`config.mk`:
```
export PLATFORM = sky130hd
export DESIGN_NAME = pipeCtrl
export DESIGN_NICKNAME = d
export VERILOG_FILES = /design/src/rvIsaPkg.sv /design/src/ctrlPkg.sv /design/src/stageIf.sv /design/src/instrDecoder.sv /design/src/pipeReg.sv /design/src/hazardUnit.sv /design/src/branchResolver.sv /design/src/pipeCtrl.sv
export SDC_FILE = /design/constraint.sdc
export NUM_CORES = 1
export LEC_CHECK = 0
export ABC_AREA = 1
export BUFFER_PORTS_ARGS = -buffer_cell sky130_fd_sc_hd__buf_2
export CORE_UTILIZATION = 52
export DETAILED_ROUTE_END_ITERATION = 12
export PLACE_DENSITY = 0.81
export SYNTH_ARGS = -nofsm -noshare
export SYNTH_HDL_FRONTEND = slang
export SYNTH_SLANG_ARGS = --single-unit
export TNS_END_PERCENT = 1
```
`constraint.sdc`:
```
create_clock -name clk -period 1.7 [get_ports clk]
set_input_delay 0.085 -clock clk [delete_from_list [all_inputs] [get_ports clk]]
set_output_delay 0.085 -clock clk [all_outputs]
set_load 0.05 [all_outputs]
```
`src/rvIsaPkg.sv`:
```
`default_nettype none

package rvIsaPkg;

    // =========================================================================
    // Instruction geometry
    // =========================================================================
    localparam int xlen     = 32;
    localparam int regAddrW = 5;
    localparam int opcodeW  = 7;
    localparam int funct3W  = 3;

    // =========================================================================
    // Major opcodes, instr[6:0]
    // =========================================================================
    localparam logic [opcodeW-1:0] opLoad   = 7'b0000011;
    localparam logic [opcodeW-1:0] opStore  = 7'b0100011;
    localparam logic [opcodeW-1:0] opBranch = 7'b1100011;
    localparam logic [opcodeW-1:0] opJal    = 7'b1101111;
    localparam logic [opcodeW-1:0] opJalr   = 7'b1100111;
    localparam logic [opcodeW-1:0] opOpImm  = 7'b0010011;
    localparam logic [opcodeW-1:0] opOp     = 7'b0110011;
    localparam logic [opcodeW-1:0] opLui    = 7'b0110111;
    localparam logic [opcodeW-1:0] opAuipc  = 7'b0010111;

    // Branch conditions, instr[14:12]
    localparam logic [funct3W-1:0] f3Beq  = 3'b000;
    localparam logic [funct3W-1:0] f3Bne  = 3'b001;
    localparam logic [funct3W-1:0] f3Blt  = 3'b100;
    localparam logic [funct3W-1:0] f3Bge  = 3'b101;
    localparam logic [funct3W-1:0] f3Bltu = 3'b110;
    localparam logic [funct3W-1:0] f3Bgeu = 3'b111;

endpackage

`default_nettype wire

```
`src/ctrlPkg.sv`:
```
`default_nettype none

package ctrlPkg;

    // Operand A source
    localparam logic selRs1 = 1'b0;
    localparam logic selPc  = 1'b1;
    // Operand B source
    localparam logic selRs2 = 1'b0;
    localparam logic selImm = 1'b1;

    typedef enum logic [2:0] {
        immI = 3'd0,
        immS = 3'd1,
        immB = 3'd2,
        immU = 3'd3,
        immJ = 3'd4
    } immSelT;

    typedef enum logic [3:0] {
        aluAdd, aluSub, aluSll, aluSlt, aluSltu,
        aluXor, aluSrl, aluSra, aluOr, aluAnd
    } aluOpT;

    typedef enum logic [1:0] {
        wbMem = 2'd0,
        wbAlu = 2'd1,
        wbPc4 = 2'd2
    } wbSelT;

    typedef enum logic [1:0] {
        fwdNone = 2'd0,
        fwdWb   = 2'd1,
        fwdMem  = 2'd2
    } fwdSelT;

    // =========================================================================
    // Stage payloads, each nests the payload of the next stage
    // =========================================================================
    typedef struct packed {
        logic                           regWen;
        wbSelT                          wbSel;
        logic [rvIsaPkg::regAddrW-1:0]  rd;
    } wbCtrlT;

    typedef struct packed {
        logic [rvIsaPkg::funct3W-1:0]   funct3;
        logic                           memWrite;
        logic                           isBranch;
        logic                           isJump;
        logic                           predTaken;   // Fetch guess, checked in MEM
        wbCtrlT                         wb;
    } memCtrlT;

    typedef struct packed {
        aluOpT                          aluOp;
        logic                           aluASel;
        logic                           aluBSel;
        memCtrlT                        mem;
        logic [rvIsaPkg::regAddrW-1:0]  rs1;
        logic [rvIsaPkg::regAddrW-1:0]  rs2;
        logic                           useRs1;
        logic                           useRs2;
    } exCtrlT;

endpackage

`default_nettype wire

```
`src/stageIf.sv`:
```
`timescale 1ns/1ps
`default_nettype none

// Destination state of one pipeline stage, as seen by the hazard logic
interface stageIf;
    import rvIsaPkg::*;

    logic                regWen;
    logic [regAddrW-1:0] rd;
    logic                isLoad;     // Result only arrives from memory
    logic                valid;      // Stage holds an instruction, not a bubble

    modport src (
        output regWen,
        output rd,
        output isLoad,
        output valid
    );

    modport snk (
        input regWen,
        input rd,
        input isLoad,
        input valid
    );

endinterface

`default_nettype wire

```
`src/instrDecoder.sv`:
```
`timescale 1ns/1ps
`default_nettype none

module instrDecoder (
    input  logic [rvIsaPkg::xlen-1:0] instr,
    input  logic                      predTaken,
    output ctrlPkg::immSelT           immSel,
    output ctrlPkg::exCtrlT           exCtrl
);
    import rvIsaPkg::*;
    import ctrlPkg::*;

    logic [opcodeW-1:0]  opcode;
    logic [funct3W-1:0]  funct3;
    logic [regAddrW-1:0] rd;
    logic [regAddrW-1:0] rs1;
    logic [regAddrW-1:0] rs2;
    logic                altFn;
    aluOpT               aluFn;

    assign opcode = instr[6:0];
    assign rd     = instr[11:7];
    assign funct3 = instr[14:12];
    assign rs1    = instr[19:15];
    assign rs2    = instr[24:20];
    assign altFn  = instr[30];      // SUB and SRA/SRAI

    // ALU function shared by OP and OP-IMM
    always_comb begin
        case (funct3)
            3'b000:  aluFn = (opcode == opOp && altFn) ? aluSub : aluAdd;
            3'b001:  aluFn = aluSll;
            3'b010:  aluFn = aluSlt;
            3'b011:  aluFn = aluSltu;
            3'b100:  aluFn = aluXor;
            3'b101:  aluFn = altFn ? aluSra : aluSrl;
            3'b110:  aluFn = aluOr;
            default: aluFn = aluAnd;
        endcase
    end

    always_comb begin
        exCtrl = '0;
        immSel = immI;
        case (opcode)
            opLoad, opStore: begin
                immSel              = (opcode == opStore) ? immS : immI;
                exCtrl.aluBSel      = selImm;
                exCtrl.rs1          = rs1;
                exCtrl.useRs1       = 1'b1;
                exCtrl.mem.funct3   = funct3;
                if (opcode == opStore) begin
                    exCtrl.rs2          = rs2;      // Store data
                    exCtrl.useRs2       = 1'b1;
                    exCtrl.mem.memWrite = 1'b1;
                    exCtrl.mem.wb.wbSel = wbAlu;    // Keeps wbMem for loads only
                end else begin
                    exCtrl.mem.wb.regWen = 1'b1;
                    exCtrl.mem.wb.wbSel  = wbMem;
                    exCtrl.mem.wb.rd     = rd;
                end
            end
            opBranch: begin
                immSel               = immB;
                exCtrl.aluASel       = selPc;       // Target is PC + imm
                exCtrl.aluBSel       = selImm;
                exCtrl.rs1           = rs1;
                exCtrl.rs2           = rs2;
                exCtrl.useRs1        = 1'b1;
                exCtrl.useRs2        = 1'b1;
                exCtrl.mem.funct3    = funct3;
                exCtrl.mem.isBranch  = 1'b1;
                exCtrl.mem.predTaken = predTaken;
                exCtrl.mem.wb.wbSel  = wbAlu;
            end
            opJal, opJalr: begin
                immSel               = (opcode == opJal) ? immJ : immI;
                exCtrl.aluASel       = (opcode == opJal) ? selPc : selRs1;
                exCtrl.aluBSel       = selImm;
                exCtrl.rs1           = (opcode == opJalr) ? rs1 : '0;
                exCtrl.useRs1        = (opcode == opJalr);
                exCtrl.mem.isJump    = 1'b1;
                exCtrl.mem.predTaken = predTaken;
                exCtrl.mem.wb.regWen = 1'b1;
                exCtrl.mem.wb.wbSel  = wbPc4;       // Link address
                exCtrl.mem.wb.rd     = rd;
            end
            opOpImm, opOp: begin
                exCtrl.aluOp         = aluFn;
                exCtrl.aluBSel       = (opcode == opOpImm) ? selImm : selRs2;
                exCtrl.rs1           = rs1;
                exCtrl.useRs1        = 1'b1;
                exCtrl.rs2           = (opcode == opOp) ? rs2 : '0;
                exCtrl.useRs2        = (opcode == opOp);
                exCtrl.mem.wb.regWen = 1'b1;
                exCtrl.mem.wb.wbSel  = wbAlu;
                exCtrl.mem.wb.rd     = rd;
            end
            opLui, opAuipc: begin
                immSel               = immU;
                exCtrl.aluASel       = (opcode == opAuipc) ? selPc : selRs1;
                exCtrl.aluBSel       = selImm;
                exCtrl.mem.wb.regWen = 1'b1;
                exCtrl.mem.wb.wbSel  = wbAlu;
                exCtrl.mem.wb.rd     = rd;
            end
            default: ;      // FENCE, SYSTEM and unknown opcodes become bubbles
        endcase

        // x0 is never written
        if (exCtrl.mem.wb.rd == '0) begin
            exCtrl.mem.wb.regWen = 1'b0;
        end
    end

endmodule

`default_nettype wire

```
`src/pipeReg.sv`:
```
`timescale 1ns/1ps
`default_nettype none

// One pipeline stage register, payload type chosen per stage
module pipeReg #(
    parameter type payloadT = logic
) (
    input  logic    clk,
    input  logic    rst,
    input  logic    flush,
    input  logic    hold,
    input  payloadT d,
    output payloadT q
);

    // All-zero payload is a bubble
    always_ff @(posedge clk) begin
        if (rst || flush) begin
            q <= '0;
        end else if (!hold) begin
            q <= d;
        end
    end

endmodule

`default_nettype wire

```
`src/hazardUnit.sv`:
```
`timescale 1ns/1ps
`default_nettype none

module hazardUnit (
    input  logic [rvIsaPkg::regAddrW-1:0] idRs1,
    input  logic [rvIsaPkg::regAddrW-1:0] idRs2,
    input  logic                          idUse1,
    input  logic                          idUse2,
    input  logic [rvIsaPkg::regAddrW-1:0] exRs1,
    input  logic [rvIsaPkg::regAddrW-1:0] exRs2,
    input  logic                          exUse1,
    input  logic                          exUse2,
    input  logic                          exMemWrite,
    stageIf.snk                           exStage,
    stageIf.snk                           memStage,
    stageIf.snk                           wbStage,
    output ctrlPkg::fwdSelT               fwdA,
    output ctrlPkg::fwdSelT               fwdB,
    output ctrlPkg::fwdSelT               fwdStore,
    output logic                          stall
);
    import rvIsaPkg::*;
    import ctrlPkg::*;

    logic   memFwdOk;
    logic   wbFwdOk;
    logic   exLoadRd;
    fwdSelT selRs2;

    // A MEM load has no data yet, the stall keeps that case out of EX
    assign memFwdOk = memStage.valid && memStage.regWen && !memStage.isLoad
                      && memStage.rd != '0;
    assign wbFwdOk  = wbStage.valid && wbStage.regWen && wbStage.rd != '0;

    // Youngest producer wins
    function automatic fwdSelT pickSrc(input logic [regAddrW-1:0] rs, input logic srcUsed);
        fwdSelT sel;
        sel = fwdNone;
        if (srcUsed && rs != '0) begin
            if (memFwdOk && memStage.rd == rs) begin
                sel = fwdMem;
            end else if (wbFwdOk && wbStage.rd == rs) begin
                sel = fwdWb;
            end
        end
        return sel;
    endfunction

    always_comb begin
        fwdA     = pickSrc(exRs1, exUse1);
        selRs2   = pickSrc(exRs2, exUse2);
        fwdB     = exMemWrite ? fwdNone : selRs2;
        fwdStore = exMemWrite ? selRs2 : fwdNone;   // Store data path
    end

    // =========================================================================
    // Load-use detection against the instruction still in ID
    // =========================================================================
    assign exLoadRd = exStage.valid && exStage.isLoad && exStage.regWen && exStage.rd != '0;
    assign stall    = exLoadRd && ((idUse1 && idRs1 == exStage.rd)
                                   || (idUse2 && idRs2 == exStage.rd));

endmodule

`default_nettype wire

```
`src/branchResolver.sv`:
```
`timescale 1ns/1ps
`default_nettype none

module branchResolver (
    input  ctrlPkg::memCtrlT memCtrl,
    input  logic             brEq,
    input  logic             brLt,
    output logic             redirect,
    output logic             branchResolved,
    output logic             actualTaken,
    output logic             mispredict
);
    import rvIsaPkg::*;

    logic condMet;

    // Signedness already applied by the comparator
    always_comb begin
        case (memCtrl.funct3)
            f3Beq:         condMet = brEq;
            f3Bne:         condMet = !brEq;
            f3Blt, f3Bltu: condMet = brLt;
            f3Bge, f3Bgeu: condMet = !brLt;
            default:       condMet = 1'b0;
        endcase
    end

    always_comb begin
        redirect       = 1'b0;
        branchResolved = 1'b0;
        actualTaken    = 1'b0;
        mispredict     = 1'b0;
        if (memCtrl.isJump) begin
            // Always taken, only a missed prediction needs a new fetch
            actualTaken = 1'b1;
            redirect    = !memCtrl.predTaken;
        end else if (memCtrl.isBranch) begin
            branchResolved = 1'b1;
            actualTaken    = condMet;
            mispredict     = condMet != memCtrl.predTaken;
            redirect       = condMet != memCtrl.predTaken;
        end
    end

endmodule

`default_nettype wire

```
`src/pipeCtrl.sv`:
```
`timescale 1ns/1ps
`default_nettype none

module pipeCtrl (
    input  logic                          clk,
    input  logic                          rst,
    input  logic [rvIsaPkg::xlen-1:0]     instr,
    input  logic                          predTaken,
    input  logic                          brEq,
    input  logic                          brLt,
    output ctrlPkg::immSelT               immSel,
    output ctrlPkg::aluOpT                aluOp,
    output logic                          aluASel,
    output logic                          aluBSel,
    output logic [rvIsaPkg::funct3W-1:0]  memFunct3,
    output logic                          memWrite,
    output logic                          regWen,
    output ctrlPkg::wbSelT                wbSel,
    output logic [rvIsaPkg::regAddrW-1:0] wbRd,
    output ctrlPkg::fwdSelT               fwdA,
    output ctrlPkg::fwdSelT               fwdB,
    output ctrlPkg::fwdSelT               fwdStore,
    output logic                          stall,
    output logic                          redirect,
    output logic                          branchResolved,
    output logic                          actualTaken,
    output logic                          mispredict
);
    import ctrlPkg::*;

    exCtrlT  idCtrl;
    exCtrlT  exCtrl;
    memCtrlT memCtrl;
    wbCtrlT  wbCtrl;
    logic    memBrEq;
    logic    memBrLt;
    logic    loadUse;
    logic    exFlush;

    stageIf exStage ();
    stageIf memStage ();
    stageIf wbStage ();

    instrDecoder i_instrDecoder (.instr, .predTaken, .immSel, .exCtrl(idCtrl));

    // =========================================================================
    // Stage registers
    // =========================================================================
    assign stall   = loadUse && !redirect;      // Wrong-path ID never stalls
    assign exFlush = redirect || stall;

    pipeReg #(.payloadT(exCtrlT)) i_exReg (
        .clk, .rst, .flush(exFlush), .hold(1'b0), .d(idCtrl), .q(exCtrl)
    );
    pipeReg #(.payloadT(memCtrlT)) i_memReg (
        .clk, .rst, .flush(redirect), .hold(1'b0), .d(exCtrl.mem), .q(memCtrl)
    );
    pipeReg #(.payloadT(wbCtrlT)) i_wbReg (
        .clk, .rst, .flush(1'b0), .hold(1'b0), .d(memCtrl.wb), .q(wbCtrl)
    );

    // Comparator result follows its instruction out of EX
    always_ff @(posedge clk) begin
        memBrEq <= brEq;
        memBrLt <= brLt;
    end

    assign exStage.regWen  = exCtrl.mem.wb.regWen;
    assign exStage.rd      = exCtrl.mem.wb.rd;
    assign exStage.isLoad  = exCtrl.mem.wb.wbSel == wbMem;
    assign exStage.valid   = exCtrl != '0;
    assign memStage.regWen = memCtrl.wb.regWen;
    assign memStage.rd     = memCtrl.wb.rd;
    assign memStage.isLoad = memCtrl.wb.wbSel == wbMem;
    assign memStage.valid  = memCtrl != '0;
    assign wbStage.regWen  = wbCtrl.regWen;
    assign wbStage.rd      = wbCtrl.rd;
    assign wbStage.isLoad  = wbCtrl.wbSel == wbMem;
    assign wbStage.valid   = wbCtrl != '0;

    hazardUnit i_hazardUnit (
        .idRs1(idCtrl.rs1), .idRs2(idCtrl.rs2), .idUse1(idCtrl.useRs1), .idUse2(idCtrl.useRs2),
        .exRs1(exCtrl.rs1), .exRs2(exCtrl.rs2), .exUse1(exCtrl.useRs1), .exUse2(exCtrl.useRs2),
        .exMemWrite(exCtrl.mem.memWrite), .exStage(exStage), .memStage(memStage),
        .wbStage(wbStage), .fwdA, .fwdB, .fwdStore, .stall(loadUse)
    );

    branchResolver i_branchResolver (
        .memCtrl, .brEq(memBrEq), .brLt(memBrLt),
        .redirect, .branchResolved, .actualTaken, .mispredict
    );

    assign aluOp     = exCtrl.aluOp;
    assign aluASel   = exCtrl.aluASel;
    assign aluBSel   = exCtrl.aluBSel;
    assign memFunct3 = memCtrl.funct3;
    assign memWrite  = memCtrl.memWrite;
    assign regWen    = wbCtrl.regWen;
    assign wbSel     = wbCtrl.wbSel;
    assign wbRd      = wbCtrl.rd;

endmodule

`default_nettype wire

```
# Yosys cells after proc, flatten, opt, wreduce, memory -nomap -nowiden
# Cells that the tools add are included.
# totals
regBits,58
word_cells,160
# op_classes
n_eq_ne,27
muxes,43
reduce_logical,58
bitwise,4
# ops
op,n
nonzero test 33 bit,1
equality test 5 bit,6
case mux 4 bit (7 select lines),1
nonzero test 5 bit,5
OR reduction 2 bit,11
"equality test 3 bit, second input constant",7
"equality test 7 x 6 -> 1 bit, second input constant",3
"equality test 7 bit, second input constant",3
2-to-1 mux 1 bit,20
2-to-1 mux 5 bit,4
case mux 5 bit (2 select lines),2
logical AND 1 bit,19
case mux 5 bit (3 select lines),1
nonzero test 15 bit,1
"equality test 7 x 5 -> 1 bit, second input constant",2
2-to-1 mux 2 bit,6
case mux 3 bit (4 select lines),1
OR reduction 5 bit,2
nonzero test 8 bit,1
"equality test 7 x 2 -> 1 bit, second input constant",1
OR reduction 7 bit,1
"equality test 3 x 1 -> 1 bit, second input constant",2
"equality test 3 x 2 -> 1 bit, second input constant",2
zero test 3 bit,2
other kinds (13),28

# Depth between registers and ports, before layout
# depth
ltp_word,11
depth_mapped,11

# Hierarchy
# From an unflattened synthesis, not the netlist that was laid out.
# unflattened
cells_unflattened,672
hier_area_um2,3891.2
# modules_own_cells
mod,cells_each,n_inst,area_each_um2,seq_area_each_um2
pipeReg (i_exReg),209,1,1376.3,660.6
pipeReg (i_memReg),95,1,649.4,300.3
hazardUnit,122,1,576.8,0.0
instrDecoder,113,1,524.3,0.0
pipeReg (i_wbReg),51,1,357.8,160.2
pipeCtrl,60,1,291.5,40.0
branchResolver,22,1,115.1,0.0

# Worst setup path before layout
# OpenSTA, ideal clock, no wires.
# synth_path
path_type,flip-flop to flip-flop
startpoint,register i_memReg.q[10] (netlist name)
endpoint,register i_exReg.q[28] (netlist name)
setup_time_ns,0.121
path_buffers,1
path_slack_ns,-0.283
arrival_time_ns,1.861
t_required_ns,1.579
stages_incl_launch_ff,9
path_cell_list,dfxtp_1 > inv_1 > nor2_1 > nand3_2 > nand2_2 > nor2_8 > nand2_4 > buf_12 > nor2_2
# synth_via
elab_chain_cells,6
# synth_lines
item,line_no,source
from (decl),pipeReg.sv:13,output payloadT q
from (signal assigned),pipeReg.sv:19,q <= '0;
from (signal assigned),pipeReg.sv:21,q <= d;
2-to-1 mux 1 bit *,branchResolver.sv:37,end else if (memCtrl.isBranch) begin
2-to-1 mux 1 bit *,branchResolver.sv:33,if (memCtrl.isJump) begin
named net redirect,pipeCtrl.sv:24,"output logic redirect,"
zero test 1 bit,pipeCtrl.sv:49,assign stall = loadUse && !redirect;
logical AND 1 bit,pipeCtrl.sv:49,
logical OR 1 bit *,pipeCtrl.sv:50,assign exFlush = redirect || stall;
logical OR 1 bit *,pipeReg.sv:18,if (rst || flush) begin
to (signal assigned),pipeReg.sv:19,
to (signal assigned),pipeReg.sv:21,
to (decl),pipeReg.sv:13,
# The timed path passes the listed nets; every way through them passes the cells marked *.
# A chain may end at the register's enable or synchronous reset.

# Worst setup path in the final report
# layout_path
startpoint,register i_exReg.q[4] (netlist name)
endpoint,output fwdB[1]
# layout_via
elab_chain_cells,5
elab_cells_between_ends,7
# layout_lines
item,line_no,source
equality test 5 bit,hazardUnit.sv:40,if (memFwdOk && memStage.rd == rs) begin
logical AND 1 bit,hazardUnit.sv:40,
2-to-1 mux 2 bit,hazardUnit.sv:40,
2-to-1 mux 2 bit *,hazardUnit.sv:39,if (srcUsed && rs != '0) begin
2-to-1 mux 2 bit *,hazardUnit.sv:52,fwdB = exMemWrite ? fwdNone : selRs2;
to (decl),pipeCtrl.sv:21,"output ctrlPkg::fwdSelT fwdB,"
# Every way passes the cells marked *; elsewhere a longest branch is shown, timed or not.

==> qor.yml <==
status: "complete, but fails checks"
violations: "setup timing"
reg2reg_to: "i_exReg.q[4]"
wl_per_cell_um: 11.1
crit_type: "flop to output pin"
numCtsBuffers: 9
dr.pass1.iters: 5
core_area_mm2: 0.00479
slew_headroom_pct: 78.9
period_share_pct: 101
synth-main-ff-cell: "dfxtp_1"
rsz0062_at_grt: "yes"
net-switching-power_mw: 0.637
dr_total_vias: 2276
die_area_mm2: 0.00536
viasPerCell: 4.65
fin_skew_ps: 8.83
syn_area_per_cell_um2: 7.66
ant_nets: 0
synth-edff-count: 0
switching_share_pct: 23.3
p_int_mw: 2.10
yosysUniqueCellTypes: 31
leakagePower_nw: 1.62
fmax_mhz: 583
crit_path_end: "fwdB[1]"
synthArstFlopShare_pct: 0
tightest_slew_ps: 313
syn2layout_area_growth_pct: 25.9
cp_max_fo: 4
gp_congestion: 0.867
htreeDepth: 3
maxCapViolations: 0
synth_top_area_cell: "dfxtp_1"
grt_pass1_vias: 2015
ff2ff_path_depth: 10
gr-total-overflow: 0
dp_hpwl_um: 3890
end_kind: "output pin"
crit_start: "i_exReg.q[4]"
grt_max_degree: 22
clk_pin_slew_ps: 60
worst_setup_path_start_kind: "flop"
final_util_pct: 69.4
stdcell_area_mm2: 0.00332
post-synth-top-count-cell: "nor2_1"
ys_top_cells_by_count: "nor2_1, dfxtp_1, inv_1, nand2_1, nand3_1"
grt_use_total_pct: 21.4
powerDensity_mw_per_mm2: 824
synth_area_mm2: 0.00264
layout-drive-gt1-share_pct: 30.8
synth_warnings: 0
portBuffers: 62
finalPower_mw: 2.73
cts_tree: "built"
drc_errors: 0
drt_iter0_drc: 78
setup_viol: 2
hold_violations: 0
drt_wl_total_um: 5440
rows: 25
dieWidth_um: 73.2
die_h_um: 73.2
synthCells: 344
yosys_register_bits: 58
pin_count: 69
cts.sinks: 58
synth_top_cell_area_share_pct: 44.0
rrSetupSlack_ps: 150
insertion_delay_ps: 330
antennaDiodeCount: 0
clock_path_buffers: 2
r2r_start: "i_memReg.q[12]"
period_minus_slack_ps: 1720
worst_slack_ps: -16.1
synthTopCellsByArea: "dfxtp_1, nor2_1, inv_1"
synth_nets: 381
p_clk_share_pct: 42.2
grt_first_pass_wirelength_um: 8460
p_comb_share_pct: 7.4
start_util_pct: 55.1
seqPwrFrac_pct: 50.3
ys_seq_area_share_pct: 44.0
place_area_mm2: 0.00294
slew_violations: 0
ir_worst_vdd_mv: 0.441
cts.root.buffer_cell: "clkbuf_8"
critPathArrivalTime_ps: 1630
cp_data_required_time_ps: 1620
num-nets-final: 454
hp-class: "primary input to flop"
antenna_found_initial: 0
registers in the layout (all words and copies together) (netlist names):
register and cells:
i_memReg.q 15, memBrLt 1, i_wbReg.q 8, i_exReg.q 33, memBrEq 1
cell families after synthesis:
group / Yosys count / share of synthesized area (%)
buffers and inverters: 67 / 11.7
AOI/OAI and AO/OA: 17 / 3.51
xor gates and xnor gates: 26 / 8.64
and+or+nand+nor: 176 / 32.1
DFF: 58 / 44.0
routing by layer:
metal  global-route usage [%]  wire (µm)
met1                     24.1       2420
met2                     36.6       2670
met3                     6.77        272
met4                     10.0         82
met5                        0          0
worst max-delay path, stage by stage, from the launching register on:
cell and delay [ps]:
dfxtp_4 360, or2_4 230, a21oi_2 160, nand3_2 90, nand3b_1 180, nor2_1 120
buf_6 170
cell type report:
| class | count | area, µm² |
|---|---|---|
| Clock inverter | 2 | 10.0 |
| Tap cell | 67 | 83.8 |
| Clock buffer | 14 | 173 |
| Fill cell | 386 | 1470 |
| Timing Repair Buffer | 73 | 458 |
| Sequential cell | 58 | 1180 |
| Multi-Input combinational cell | 219 | 1200 |
| Inverter | 56 | 210 |
power by group through the flow:
stage / clock network [mW] / logic [mW] / registers, mW
after floorplan: 0 / 0.117 / 1.41
after global placement: 0 / 0.175 / 1.41
after detailed placement: 0 / 0.178 / 1.41
after CTS: 1.17 / 0.198 / 1.38
after global routing: 1.23 / 0.221 / 1.38
final: 1.15 / 0.202 / 1.38
through the flow:
step	setup TNS (ps)	hold slack [ps]	setup slack [ps]	instances
3_5_place_dp	0	193	172	462
5_1_grt	-591	1.60	-127	489
6_report	-28.2	1.88	-16.1	489
3_3_place_gp	0	187	207	462
2_1_floorplan	-221	113	-31.0	344
4_1_cts	-120	0.0689	-61.4	489
placed cells by master (no fill, tap or decap), types with 9 or more instances in the layout:
cell / count
buf_2: 55
clkbuf_8: 12
dfxtp_1: 47
dfxtp_2: 9
dlygate4sd3_1: 10
inv_1: 52
nand2_1: 48
nand3_1: 14
nor2_1: 62
nor2_2: 18
xnor2_1: 13
xor2_1: 12
timing repair:
| action | in CTS | in global routing |
|---|---|---|
| cloned | 0 | 0 |
| endpoints found under the hold margin | 10 | 0 |
| setup buffers | 1 | 0 |
| resized for setup | 20 | 17 |
| pin swaps | 3 | 3 |
| hold buffers | 10 | 0 |
| endpoints found under the setup margin | 6 | 8 |
worst min-delay path by stage:
stage | startpoint | depth (start not counted) | endpoint | slack (ps)
after floorplan | brEq | 0 | memBrEq | 110
after global placement | brLt | 1 | memBrLt | 190
after detailed placement | brLt | 1 | memBrLt | 190
after CTS | instr[7] | 3 | i_exReg.q[12] | 0.07
after global routing | instr[10] | 3 | i_exReg.q[15] | 2
final | instr[10] | 3 | i_exReg.q[15] | 2
(Power assumes the default switching activity.)
